**src/logic/btLinkPkg.sv**
```systemverilog
/*
	Serial link definitions for the HC-05 bridge.
	Bit period, byte and counter types, the received-message store
	type and the transmitter and receiver state encodings.
*/
package btLinkPkg;

	localparam int BIT_CLOCKS = 16; // Clocks per serial bit.
	localparam int DATA_BITS = 8;
	localparam int STORE_BYTES = 16; // Depth of the message store.

	typedef logic [DATA_BITS-1:0] serialByte_t;

	// Counts clocks within one bit.
	typedef logic [$clog2(BIT_CLOCKS)-1:0] bitTimer_t;

	// Index of the data bit in flight.
	typedef logic [$clog2(DATA_BITS)-1:0] bitIndex_t;

	typedef logic [15:0] byteCount_t; // Wraps.

	// Newest byte in bits 7:0.
	typedef logic [STORE_BYTES*DATA_BITS-1:0] storeBytes_t;

	typedef enum logic [1:0] {
		IDLE,
		START,
		DATA,
		STOP
	} rxState_t;

	typedef enum logic [1:0] {
		TX_IDLE,
		TX_START,
		TX_DATA,
		TX_STOP
	} txState_t;

endpackage

```
**src/logic/hostEpPkg.sv**
```systemverilog
/*
	Host endpoint definitions.
	Endpoint word type, wire-in addresses, the decoded control
	word and the bank of eleven wire-out words.
*/
package hostEpPkg;

	typedef logic [15:0] epWord_t;

	// Wire-in addresses as seen by the host software.
	localparam logic [7:0] EP_TX_BYTE = 8'h01; // Byte to send.
	localparam logic [7:0] EP_CONTROL = 8'h02; // Control levels.

	// Bit positions within the control word.
	localparam int CTRL_SEND_BIT = 0;
	localparam int CTRL_BREAK_BIT = 1;
	localparam int CTRL_CLEAR_BIT = 2;

	// Bit positions within the status word.
	localparam int STATUS_STATE_BIT = 0;
	localparam int STATUS_BUSY_BIT = 1;

	typedef struct packed {
		logic sendLevel; // Rising edge sends ep01 low byte.
		logic breakLink; // Drives the module enable pin.
		logic clearLevel; // Rising edge empties the store.
	} hostControl_t;

	// Field order follows ep20 to ep30.
	typedef struct packed {
		epWord_t status;
		epWord_t lastByte;
		epWord_t store0;
		epWord_t store1;
		epWord_t store2;
		epWord_t store3;
		epWord_t store4;
		epWord_t store5;
		epWord_t store6;
		epWord_t store7;
		epWord_t rxCount;
	} epOutBank_t;

endpackage

```
**src/logic/btConnection.sv**
```systemverilog
/*
	Host-to-Bluetooth serial bridge top level.
	Decodes the host control word, runs the transmitter, receiver
	and message store, synchronizes the module state pin and
	packs the wire-out bank.
*/
`timescale 1ns/10ps

module btConnection import btLinkPkg::*, hostEpPkg::*; (
	input logic clock,
	input logic reset,
	input logic btState,
	input logic fpgaRxd,
	input epWord_t ep01WireIn,
	input epWord_t ep02WireIn,
	output logic btBreak,
	output logic fpgaTxd,
	output epOutBank_t wireOuts
);

	hostControl_t hostCtrl;
	logic sendPrev;
	logic clearPrev;
	logic [1:0] stateSync;
	logic txBusy;
	serialByte_t rxByte;
	logic rxValid;
	logic frameError;
	serialByte_t lastByte;
	storeBytes_t storeBytes;
	byteCount_t rxCount;
	serialByte_t errorCount;

	always_ff @(posedge clock) begin
		if (reset) begin
			hostCtrl <= '0;
			sendPrev <= 1'b0;
			clearPrev <= 1'b0;
			stateSync <= 2'b00;
		end else begin
			hostCtrl.sendLevel <= ep02WireIn[CTRL_SEND_BIT];
			hostCtrl.breakLink <= ep02WireIn[CTRL_BREAK_BIT];
			hostCtrl.clearLevel <= ep02WireIn[CTRL_CLEAR_BIT];
			sendPrev <= hostCtrl.sendLevel;
			clearPrev <= hostCtrl.clearLevel;
			stateSync <= {stateSync[0], btState}; // Asynchronous pin.
		end
	end

	wire sendPulse = hostCtrl.sendLevel && !sendPrev;
	wire clearPulse = hostCtrl.clearLevel && !clearPrev;

	assign btBreak = hostCtrl.breakLink;

	uartTransmitter txInst (
		.clock(clock),
		.reset(reset),
		.start(sendPulse),
		.txData(ep01WireIn[7:0]),
		.txd(fpgaTxd),
		.busy(txBusy)
	);

	uartReceiver rxInst (
		.clock(clock),
		.reset(reset),
		.rxd(fpgaRxd),
		.rxByte(rxByte),
		.rxValid(rxValid),
		.frameError(frameError)
	);

	rxMessageStore storeInst (
		.clock(clock),
		.reset(reset),
		.clear(clearPulse),
		.rxByte(rxByte),
		.rxValid(rxValid),
		.frameError(frameError),
		.lastByte(lastByte),
		.storeBytes(storeBytes),
		.rxCount(rxCount),
		.errorCount(errorCount)
	);

	always_comb begin
		wireOuts.status = {errorCount, 8'h00}; // Errors in the high byte.
		wireOuts.status[STATUS_STATE_BIT] = stateSync[1];
		wireOuts.status[STATUS_BUSY_BIT] = txBusy;
		wireOuts.lastByte = {8'h00, lastByte};
		wireOuts.store0 = storeBytes[0*16 +: 16]; // Newest byte is the low byte.
		wireOuts.store1 = storeBytes[1*16 +: 16];
		wireOuts.store2 = storeBytes[2*16 +: 16];
		wireOuts.store3 = storeBytes[3*16 +: 16];
		wireOuts.store4 = storeBytes[4*16 +: 16];
		wireOuts.store5 = storeBytes[5*16 +: 16];
		wireOuts.store6 = storeBytes[6*16 +: 16];
		wireOuts.store7 = storeBytes[7*16 +: 16];
		wireOuts.rxCount = rxCount;
	end

endmodule

```
**src/logic/rxMessageStore.sv**
```systemverilog
/*
	Received-message store.
	Sixteen-byte shift store with the newest byte lowest, last
	byte register, wrapping byte count and framing error count.
*/
`timescale 1ns/10ps

module rxMessageStore import btLinkPkg::*; (
	input logic clock,
	input logic reset,
	input logic clear,
	input serialByte_t rxByte,
	input logic rxValid,
	input logic frameError,
	output serialByte_t lastByte,
	output storeBytes_t storeBytes,
	output byteCount_t rxCount,
	output serialByte_t errorCount
);

	always_ff @(posedge clock) begin
		if (reset || clear) begin
			storeBytes <= '0;
			lastByte <= '0;
			rxCount <= '0;
			errorCount <= '0;
		end else begin
			if (rxValid) begin
				// Oldest byte falls off the top.
				storeBytes <= {storeBytes[$bits(storeBytes_t)-DATA_BITS-1:0], rxByte};
				lastByte <= rxByte;
				rxCount <= rxCount + 1'b1;
			end
			if (frameError)
				errorCount <= errorCount + 1'b1; // Wraps at 255.
		end
	end

endmodule

```
**src/logic/uartReceiver.sv**
```systemverilog
/*
	8N1 serial receiver.
	Two-flop input synchronizer, start bit check at half a bit,
	mid-bit data sampling. Pulses rxValid on a good stop bit and
	frameError on a low one.
*/
`timescale 1ns/10ps

module uartReceiver import btLinkPkg::*; (
	input logic clock,
	input logic reset,
	input logic rxd,
	output serialByte_t rxByte,
	output logic rxValid,
	output logic frameError
);

	logic [1:0] rxSync;
	logic rxPrev; // Used for falling edge detection.
	rxState_t state;
	bitTimer_t timer;
	bitIndex_t bitIndex;
	serialByte_t shiftReg;

	wire rxLine = rxSync[1];
	wire halfBit = (timer == bitTimer_t'(BIT_CLOCKS / 2 - 1));
	wire bitDone = (timer == bitTimer_t'(BIT_CLOCKS - 1));
	wire sampleData = (state == DATA) && bitDone;
	wire stopGood = (state == STOP) && bitDone && rxLine;

	always_ff @(posedge clock) begin
		if (reset) begin
			rxSync <= 2'b11;
			rxPrev <= 1'b1;
			state <= IDLE;
			timer <= '0;
			bitIndex <= '0;
			rxValid <= 1'b0;
			frameError <= 1'b0;
		end else begin
			rxSync <= {rxSync[0], rxd};
			rxPrev <= rxLine;
			rxValid <= 1'b0;
			frameError <= 1'b0;
			timer <= timer + 1'b1;
			case (state)
				IDLE: begin
					timer <= '0;
					// A low line after a bad frame must go high first.
					if (rxPrev && !rxLine)
						state <= START;
				end
				START: begin
					if (halfBit) begin
						timer <= '0;
						bitIndex <= '0;
						state <= rxLine ? IDLE : DATA; // Glitch check.
					end
				end
				DATA: begin
					if (bitDone) begin
						bitIndex <= bitIndex + 1'b1;
						if (bitIndex == bitIndex_t'(DATA_BITS - 1))
							state <= STOP;
					end
				end
				STOP: begin
					if (bitDone) begin
						rxValid <= rxLine;
						frameError <= !rxLine; // Byte is dropped.
						state <= IDLE;
					end
				end
				default: state <= IDLE;
			endcase
		end
	end

	// The LSB arrives first.
	always_ff @(posedge clock) begin
		if (sampleData)
			shiftReg <= {rxLine, shiftReg[DATA_BITS-1:1]};
		if (stopGood)
			rxByte <= shiftReg;
	end

endmodule

```
**src/logic/uartTransmitter.sv**
```systemverilog
/*
	8N1 serial transmitter.
	Latches a byte on a start pulse, sends start bit, eight data
	bits LSB first and a stop bit, and holds busy for the frame.
*/
`timescale 1ns/10ps

module uartTransmitter import btLinkPkg::*; (
	input logic clock,
	input logic reset,
	input logic start,
	input serialByte_t txData,
	output logic txd,
	output logic busy
);

	txState_t state;
	bitTimer_t timer;
	bitIndex_t bitIndex;
	serialByte_t shiftReg;

	wire bitDone = (timer == bitTimer_t'(BIT_CLOCKS - 1));

	always_ff @(posedge clock) begin
		if (reset) begin
			state <= TX_IDLE;
			timer <= '0;
			bitIndex <= '0;
			shiftReg <= '0;
			txd <= 1'b1; // Line idles high.
		end else begin
			timer <= (state == TX_IDLE || bitDone) ? '0 : timer + 1'b1;
			case (state)
				TX_IDLE: begin
					if (start) begin // Pulses while busy never reach here.
						shiftReg <= txData;
						txd <= 1'b0;
						state <= TX_START;
					end
				end
				TX_START: begin
					if (bitDone) begin
						txd <= shiftReg[0];
						bitIndex <= '0;
						state <= TX_DATA;
					end
				end
				TX_DATA: begin
					if (bitDone) begin
						if (bitIndex == bitIndex_t'(DATA_BITS - 1)) begin
							txd <= 1'b1; // Stop bit.
							state <= TX_STOP;
						end else begin
							txd <= shiftReg[1];
							shiftReg <= shiftReg >> 1;
							bitIndex <= bitIndex + 1'b1;
						end
					end
				end
				TX_STOP: begin
					if (bitDone)
						state <= TX_IDLE;
				end
				default: state <= TX_IDLE;
			endcase
		end
	end

	assign busy = (state != TX_IDLE);

endmodule
```
**config.mk**
```make
export PLATFORM = sky130hd
export DESIGN_NAME = btConnection
export DESIGN_NICKNAME = d
export VERILOG_FILES = /design/src/logic/btLinkPkg.sv /design/src/logic/hostEpPkg.sv /design/src/logic/btConnection.sv /design/src/logic/rxMessageStore.sv /design/src/logic/uartReceiver.sv /design/src/logic/uartTransmitter.sv
export SDC_FILE = /design/constraint.sdc
export NUM_CORES = 1
export LEC_CHECK = 0
export BUFFER_PORTS_ARGS = -buffer_cell sky130_fd_sc_hd__buf_2
export CORE_ASPECT_RATIO = 0.75
export CORE_MARGIN = 2
export CORE_UTILIZATION = 40
export CTS_BUF_LIST = sky130_fd_sc_hd__clkbuf_4 sky130_fd_sc_hd__clkbuf_8 sky130_fd_sc_hd__clkbuf_16
export CTS_CLUSTER_DIAMETER = 30
export DETAILED_ROUTE_END_ITERATION = 8
export GPL_ROUTABILITY_DRIVEN = 0
export PLACE_DENSITY = 0.67
export SYNTH_ARGS = -nofsm -noshare
export SYNTH_HDL_FRONTEND = slang
export SYNTH_HIERARCHICAL = 1
export SYNTH_SLANG_ARGS = --single-unit
```
**constraint.sdc**
```tcl
create_clock -name clock -period 2.1 [get_ports clock]
set_input_delay 0.315 -clock clock [delete_from_list [all_inputs] [get_ports clock]]
set_output_delay 0.315 -clock clock [all_outputs]
set_load 0.05 [all_outputs]
```
==> reports/metrics.csv, run 1 <==
metric;value;unit
outcome;finished clean;
io_pins;214;
timing.fmax;0.499;GHz
firstDrtPassIters;6;
synth.top_cell.area_share;47.6;%
dp_hpwl;11600;um
cts_root_buffer;clkbuf_16;
clockBufferDepth;3;
worstMarginPinSlew;0.654;ns
clkPwrFrac;53.2;%
worstPathMaxFanout;8;
worst_path_most_repeated_cell;ha_1;
intPower;0.00827;W
seqPwrFrac;38.3;%
h-tree-depth;2;
port_buffers;178;
placed_cells;1147;
report.final.slew_viol_count;0;
path_clk_slew;0.05;ns
initial_utilization;41.1;%
design.core.area;19500;um2
drtAntennaViolNets;0;
p_comb_share;8.5;%
max_slew_margin;56.4;%
ys.warnings.count;6;
drc_errors;0;
drtIter0Drc;371;
regArea;4310;um2
clk_latency;0.49;ns
viasPerCell;4.76;
multiInputGateArea;3360;um2
drive_gt1_share;28.9;%
path_class;register to register;
hp-class;input pin to register;
avgSynthCellArea;10.6;um2
cp-end-kind;register;
antenna_found_initial;0;
power;0.0108;W
p_leak;4.23;nW
setup_violations;0;
final_area;10300;um2
ys_ff_latch;207;
cts_tree;yes;
grt_pass1_wl;27700;um
worst_path_largest_cell_delay;0.56;ns
area_growth;27.6;%
grt_use_total;15.8;%
start_kind;register;
p_switching;0.00254;W
finalCritPeriodShare;95.4;%
layout.cells.non_filler;1210;
synth_area;8030;um2
slowest_stage;a2111o_2;
num_rows;44;
period_needed;2.00;ns
synthCells;761;
yosys.area.top_type;dfxtp_1;
synth_seq_area_share;53.6;%
required;2.46;ns
sw_frac_of_total;23.5;%
diodes;0;
grt_setup_unrepaired;no;
arrival;2.36;ns
synth_cell_types;51;
route.vias.total;5763;
drv_cap;0;
clock_sinks;207;
routedWlPerCell;14.3;um
place_area;9020;um2
die_y;127;um
finalHoldViolations;0;
wirelength;17400;um
cp_cell_sequence;ha_1, ha_1, and2_1, a2111o_2, mux2_4;
vdd_drop_max;0.000670;V
grt_max_degree;122;
p_per_area;1050;nW/um2
numCtsBuffers;36;
nFillCells;1809;
grt_overflow;0;
die_w;168;um
synth_area_leaders;dfxtp_1, mux2i_1, nor2_1, edfxtp_1, buf_4;
grt_pass1_vias;5311;
clock_skew;0.0173;ns
finalCoreUtilization;52.5;%
num-nets-final;982;
die-area;21200;um2
setup-tns-final;0;ns
==> cell usage after synthesis (all sizes together) <==
master / instances
o2bb2ai: 1
a311oi: 1
o31ai: 5
xnor2: 9
o41ai: 1
and2: 2
o21ai: 7
nor3: 6
nor2: 165
nor3b: 1
dfxtp: 191
mux2: 8
a2111o: 1
edfxtp: 16
nand4: 12
and4: 5
a21oi: 12
ha: 13
a211oi: 5
and3: 5
nand4b: 3
buf: 44
o311ai: 1
or4: 2
nor2b: 17
inv: 9
a21o: 1
nand2: 12
nand3b: 1
xor2: 11
o21a: 1
mux2i: 140
a221oi: 2
and2b: 1
nand3: 9
clkbuf: 26
conb: 1
o211a: 1
or3: 6
nand2b: 2
or2: 5
==> flip-flops by register name (all words and copies together), names as in the netlist, 2 cells and up, named ones only <==
| signal | cells |
|---|---|
| storeInst/rxCount | 16 |
| txInst/timer | 4 |
| txInst/bitIndex | 3 |
| storeInst/lastByte | 7 |
| txInst/state | 2 |
| rxInst/rxSync | 2 |
| rxInst/timer | 4 |
| storeInst/errorCount | 8 |
| rxInst/rxByte | 8 |
| txInst/shiftReg | 8 |
| hostCtrl | 2 |
| rxInst/bitIndex | 3 |
| stateSync | 2 |
| rxInst/shiftReg | 8 |
| storeInst/storeBytes | 121 |
==> power groups by stage <==
stage | clock network, W | logic, W | registers [W]
after floorplan | 0 | 0.000772 | 0.00423
after global placement | 0 | 0.000903 | 0.00422
after detailed placement | 0 | 0.000916 | 0.00422
after CTS | 0.00591 | 0.000919 | 0.00414
after global routing | 0.00610 | 0.000999 | 0.00415
final | 0.00575 | 0.000916 | 0.00414
==> path summary, 6_finish.rpt <==
| check | from | end | slack [ns] | cells after the start |
|---|---|---|---|---|
| worst min register to register | rxInst/rxSync[0] | rxInst/rxSync[1] | 0.41 | 1 |
| worst max-delay path | txInst/bitIndex[0] | txInst/shiftReg[0] | 0.1 | 5 |
| worst min-delay path | ep02WireIn[1] | btBreak | 0.04 | 2 |
| worst max register to register | txInst/bitIndex[0] | txInst/shiftReg[0] | 0.1 | 5 |
==> critical path, delay by kind of cell, from the launching register on <==
family | cells | cell delay, ns
AOI/OAI and AO/OA | 1 | 0.56
and+or+nand+nor | 1 | 0.21
DFF | 1 | 0.32
muxes | 1 | 0.34
adders and majority gates | 2 | 0.46
==> placed cells by master (no fill, tap or decap), types with 6 or more instances in the layout <==
master and instances:
ha_1 13, nand3_1 7, conb_1 14, o21ai_0 7, buf_2 178, clkbuf_16 37, nor2_1 165, inv_6 6
inv_1 9, nand2_1 12, or3_1 6, xnor2_1 9, xor2_1 11, nor2b_1 17, buf_4 10, edfxtp_1 16
mux2_4 7, nand4_1 12, dfxtp_1 190, nor3_1 6, a21oi_1 12, mux2i_1 140
==> area by class of cell <==
cell class / count / area share [%]
Sequential cell: 207 / 42.0
Multi-Input combinational cell: 488 / 32.8
Timing Repair Buffer: 191 / 9.91
Clock buffer: 44 / 9.85
Tap cell: 253 / 3.09
Clock inverter: 18 / 2.04
Inverter: 9 / 0.330
==> timing repair <==
item / in CTS / in global routing
setup endpoints to repair: 0 / 7
hold endpoints to repair: 1 / 0
setup buffers: 0 / 0
resized for setup: 0 / 1
hold buffers: 1 / 0
==> through the flow <==
stage          hold slack (ns)  setup slack, ns
6_report                0.0422           0.0976
3_5_place_dp             0.395           0.0870
4_1_cts                 0.0172           0.0696
5_1_grt                 0.0349          0.00889
2_1_floorplan            0.387            0.229
3_3_place_gp             0.394            0.126
==> kinds of logic after synthesis <==
group                    after synthesis  share of synthesized area (%)
multiplexers                         148                           18.9
flip-flops                           207                           53.6
AND/OR/NAND/NOR                      254                           14.6
adder cells (fa/ha/maj)               13                           2.03
AO/OA/AOI/OAI                         39                           3.43
other                                  1                         0.0467
XOR/XNOR                              20                           2.18
buffers and inverters                 79                           5.25
==> per-layer routing <==
metal / GRT usage [%] / vias to the layer above / routed length (um)
met5: 0 / - / 0
met4: 6.04 / 0 / 361
met3: 4.93 / 31 / 1110
met2: 23.0 / 150 / 7270
met1: 22.1 / 2668 / 8610
li1: - / 2914 / -
Note: power is estimated with default switching activity, not from simulation.
==> inputs of run 2 (changes only) <==
--- a/config.mk
+++ b/config.mk
@@ -5,15 +5,15 @@
 export SDC_FILE = /design/constraint.sdc
 export NUM_CORES = 1
 export LEC_CHECK = 0
-export BUFFER_PORTS_ARGS = -buffer_cell sky130_fd_sc_hd__buf_2
 export CORE_ASPECT_RATIO = 0.75
 export CORE_MARGIN = 2
 export CORE_UTILIZATION = 40
 export CTS_BUF_LIST = sky130_fd_sc_hd__clkbuf_4 sky130_fd_sc_hd__clkbuf_8 sky130_fd_sc_hd__clkbuf_16
 export CTS_CLUSTER_DIAMETER = 30
 export DETAILED_ROUTE_END_ITERATION = 8
+export DONT_BUFFER_PORTS = 1
 export GPL_ROUTABILITY_DRIVEN = 0
-export PLACE_DENSITY = 0.67
+export PLACE_DENSITY = 0.58
 export SYNTH_ARGS = -nofsm -noshare
 export SYNTH_HDL_FRONTEND = slang
 export SYNTH_HIERARCHICAL = 1
==> run 2 against run 1 <==
Effect of this change: global-route usage up 0.28 points; sequential power up 1%; first-iteration DRC count down 16%; maximum frequency down 1.2%; final area down 5.3%.
==> reports/metrics.csv, run 2 (synthesis results as in run 1) <==
metric;value;unit
firstDrtPassIters;4;
final_cell_mix;dfxtp_1, nor2_1, mux2i_1, clkbuf_16, buf_4;
layout.cells.non_filler;1072;
start_kind;register;
numCtsBuffers;38;
diodes;0;
hold_end;txInst/state[1];
vdd_drop_max;0.000682;V
grt_max_degree;69;
grt_overflow;0;
grt_pass1_wl;28100;um
timing.fmax;0.493;GHz
grt_setup_unrepaired;no;
design.core.area;19500;um2
worstPathMaxFanout;8;
report.final.slew_viol_count;0;
die_y;127;um
cts_tree;yes;
finalCritPeriodShare;96.5;%
placed_cells;997;
reg2reg_slack;0.07;ns
place_ws;0.0826;ns
antenna_found_initial;0;
final_area;9710;um2
num_rows;44;
routedWlPerCell;16.4;um
layout_commonest_cell;dfxtp_1;
reg2reg_from;txInst/bitIndex[0];
clk_latency;0.50;ns
finalCoreUtilization;49.7;%
place_area;8370;um2
drtAntennaViolNets;0;
regMostFlops;storeInst/storeBytes;
drive_gt1_share;16.2;%
drc_errors;0;
area_growth;20.9;%
hp-class;input pin to register;
drv_cap;0;
clockBufferDepth;3;
port_buffers;0;
finalHoldViolations;0;
setup_violations;0;
io_pins;214;
setup-tns-final;0;ns
outcome;finished clean;
num-nets-final;839;
viasPerCell;5.00;
path_clk_slew;0.05;ns
required;2.48;ns
route.vias.total;5364;
die-area;21200;um2
cts_root_buffer;clkbuf_16;
period_needed;2.03;ns
dp_hpwl;11800;um
fin_ws;0.0729;ns
grt_pass1_vias;5260;
initial_utilization;41.1;%
wirelength;17600;um
clock_skew;0.0113;ns
drtIter0Drc;313;
reg2reg_depth;5;
min_path_cells;2;
h-tree-depth;2;
top_regs;storeInst/storeBytes (121), storeInst/rxCount (16);
die_w;168;um
clock_sinks;207;
cp-end-kind;register;
max_slew_margin;24.0;%
grt_use_total;16.1;%
p_leak;3.47;nW
hold_start;reset;
post_cts_resize_count;0;
r2r_end;txInst/shiftReg[5];
largest_reg_flops;121;
arrival;2.41;ns
path_class;register to register;
p_per_area;1130;nW/um2
worstMarginPinSlew;1.14;ns
-- run 2: power breakdown --
part           internal, W  leakage (nW)  total (W)  switching [W]
sequential         0.00408          1.69    0.00418       0.000103
clock              0.00393         0.618    0.00595        0.00202
combinational     0.000360          1.16   0.000843       0.000483
-- run 2: through the flow --
stage	power (W)	hold WS, ns
global placement	0.00505	0.387
finish	0.0110	0.0225
detailed placement	0.00509	0.386
global route	0.0114	0.00785
CTS	0.0111	0.00493
floorplan	0.00501	0.387
-- run 2: area by class of cell --
| class | instances | area, um2 |
|---|---|---|
| timing repair buffer | 46 | 410 |
| clock buffer | 47 | 1040 |
| inverter | 9 | 33.8 |
| tap | 253 | 317 |
| multi-input combinational | 488 | 3360 |
| sequential | 207 | 4310 |
| clock inverter | 22 | 239 |
| fill | 1713 | 9840 |
-- run 2: worst max-delay path by stage --
stage	from	endpoint	slack (ns)	depth (start not counted)
floorplan	storeInst/rxCount[3]	storeInst/rxCount[11]	0.23	5
global placement	txInst/bitIndex[0]	txInst/shiftReg[3]	0.14	5
detailed placement	txInst/bitIndex[0]	txInst/shiftReg[5]	0.08	5
CTS	txInst/bitIndex[0]	txInst/shiftReg[5]	0.06	5
global route	txInst/bitIndex[0]	txInst/shiftReg[5]	0.002	5
finish	txInst/bitIndex[0]	txInst/shiftReg[5]	0.07	5
-- run 2: timing repair --
action | 4_1_cts | 5_1_grt
hold endpoints to repair | 29 | 0
buffers inserted | 0 | 0
hold buffers | 6 | 0
-- run 2: layer usage --
metal  vias up  wire length, um  GRT usage [%]
met5         -                0              0
met3        28             1630           7.36
li1       2630                -              -
met1      2554             7740           19.4
met4         0              279           5.17
met2       152             7980           25.7
-- run 2: worst max-delay path, cell delays in order, from the launching register on --
cell and delay [ns]:
dfxtp_1 0.32, ha_1 0.22, ha_1 0.22, and2_1 0.21
a2111o_1 0.57, mux2_4 0.37
==> inputs of run 3 (changes only) <==
--- a/config.mk
+++ b/config.mk
@@ -14,6 +14,7 @@
 export DONT_BUFFER_PORTS = 1
 export GPL_ROUTABILITY_DRIVEN = 0
 export PLACE_DENSITY = 0.58
+export SETUP_SLACK_MARGIN = 0.3
 export SYNTH_ARGS = -nofsm -noshare
 export SYNTH_HDL_FRONTEND = slang
 export SYNTH_HIERARCHICAL = 1
==> run 3 against run 2 <==
Effect of this change: core utilization increased by 0.73 points; clock power increased by 2%; largest power group unchanged; wire length increased by 0.10%; maximum frequency increased by 13%; combinational power increased by 27%; hold slack improved by 0.018 ns; highest routed layer unchanged; register-to-register slack improved by 0.23 ns.
==> reports/metrics.csv, run 3 (synthesis results as in run 1) <==
metric;value;unit
use_met2;26.7;%
grt_use_total;16.4;%
slowest_stage;a2111o_2;
grt_overflow;0;
grt_pass1_wl;28400;um
firstDrtPassIters;4;
period_needed;1.80;ns
max_slew_margin;29.1;%
fin_ws;0.301;ns
power;0.0113;W
outcome;finished clean;
critPathBufInv;1;
grt_setup_unrepaired;yes;
path_class;register to register;
place_ws;0.0364;ns
num_rows;44;
clock_skew;0.0177;ns
finalCritPeriodShare;85.7;%
drtIter0Drc;210;
io_pins;214;
worstMarginPinSlew;1.06;ns
route.vias.total;5408;
area_growth;22.7;%
arrival;2.16;ns
clkPwrFrac;53.5;%
vdd_drop_max;0.000593;V
setup_violations;0;
clock_sinks;207;
timing.fmax;0.556;GHz
clk_latency;0.49;ns
drv_cap;0;
antenna_found_initial;0;
crit_family;compound AO/OA/AOI/OAI gates;
nFillCells;1725;
clockBufferDepth;3;
grt_pass1_vias;5462;
p_switching;0.00264;W
fin_hold_ws;0.0402;ns
initial_utilization;41.1;%
start_kind;register;
drtAntennaViolNets;0;
cts_tree;yes;
multiInputGateArea;3440;um2
p_leak;3.51;nW
met1_usage;19.3;%
diodes;0;
die_w;168;um
required;2.46;ns
h-tree-depth;2;
die_y;127;um
cp_cell_sequence;inv_6, ha_4, and2b_2, a2111o_2, mux2_4;
top_regs;storeInst/storeBytes (121), storeInst/rxCount (16);
regMostFlops;storeInst/storeBytes;
layout_commonest_cell;dfxtp_1;
finalHoldViolations;0;
cts_root_buffer;clkbuf_16;
port_buffers;0;
numCtsBuffers;39;
sw_frac_of_total;23.3;%
intPower;0.00869;W
wirelength;17600;um
worst_path_largest_cell_delay;0.55;ns
hp-class;input pin to register;
num-nets-final;844;
p_per_area;1150;nW/um2
final_cell_mix;dfxtp_1, nor2_1, mux2i_1, buf_4, clkbuf_16;
p_comb_share;9.4;%
grt_max_degree;111;
design.core.area;19500;um2
finalCoreUtilization;50.4;%
path_clk_slew;0.04;ns
regArea;4320;um2
dp_hpwl;11800;um
met3_usage;7.24;%
largest_reg_flops;121;
viasPerCell;5.03;
worstPathMaxFanout;8;
die-area;21200;um2
drive_gt1_share;18.9;%
routedWlPerCell;16.4;um
report.final.slew_viol_count;0;
seqPwrFrac;37.1;%
cp-end-kind;register;
drc_errors;0;
setup-tns-final;0;ns
grt-busiest-layer;met2;
==> run 3: cell count changes in the layout (fill, tap and decap cells not counted), sizes merged <==
cell	delta
buf	+4
clkinvlp	-4
bufinv	+1
clkinv	+1
inv	+1
==> run 3: final timing paths <==
kind | from | slack [ns] | cells past startpoint | end
max reg2reg | txInst/state[0] | 0.30 | 5 | txInst/shiftReg[3]
min | reset | 0.04 | 2 | txInst/state[1]
min reg2reg | rxInst/rxSync[0] | 0.41 | 1 | rxInst/rxSync[1]
max | txInst/state[0] | 0.30 | 5 | txInst/shiftReg[3]
==> run 3: timing repair <==
item / 4_1_cts / 5_1_grt
hold buffers: 6 / 0
pin swaps: 3 / 2
hold endpoints to repair: 29 / 0
gates resized for setup: 17 / 7
buffers inserted: 5 / 2
setup endpoints to repair: 11 / 10
==> run 3: through the flow <==
step,cells,cell area [um2]
6_report,1075,9850
5_1_grt,1075,9850
4_1_cts,1073,9810
3_5_place_dp,994,8340
3_3_place_gp,994,8340
2_1_floorplan,774,8090
==> run 3: final cells by class <==
cell class / count / share of cell area [%]
multi-input combinational: 488 / 34.9
inverter: 9 / 0.394
clock buffer: 47 / 10.8
timing repair buffer: 50 / 4.34
clock inverter: 21 / 2.46
tap: 253 / 3.21
sequential: 207 / 43.9
==> run 3: worst register-to-register path, delay by kind of cell (launching register included) <==
family,cells,cell delay (ns)
compound gates,1,0.55
flops,1,0.37
mux,1,0.34
simple gates,1,0.21
fa+ha+maj,1,0.17
buf+inv,1,0.05
==> run 3: per-layer routing <==
metal  routed length [um]  vias up
met1                 7540     2563
met4                  366        0
met5                    0        -
li1                     -     2639
met2                 8050      171
met3                 1690       35
==> run 3: power by group through the flow <==
| stage | Clock, W | Sequential (W) | Combinational (W) |
|---|---|---|---|
| finish | 0.00606 | 0.00420 | 0.00107 |
| global route | 0.00644 | 0.00421 | 0.00114 |
| floorplan | 0 | 0.00423 | 0.000784 |
| CTS | 0.00621 | 0.00419 | 0.000966 |
| global placement | 0 | 0.00425 | 0.000782 |
| detailed placement | 0 | 0.00426 | 0.000828 |
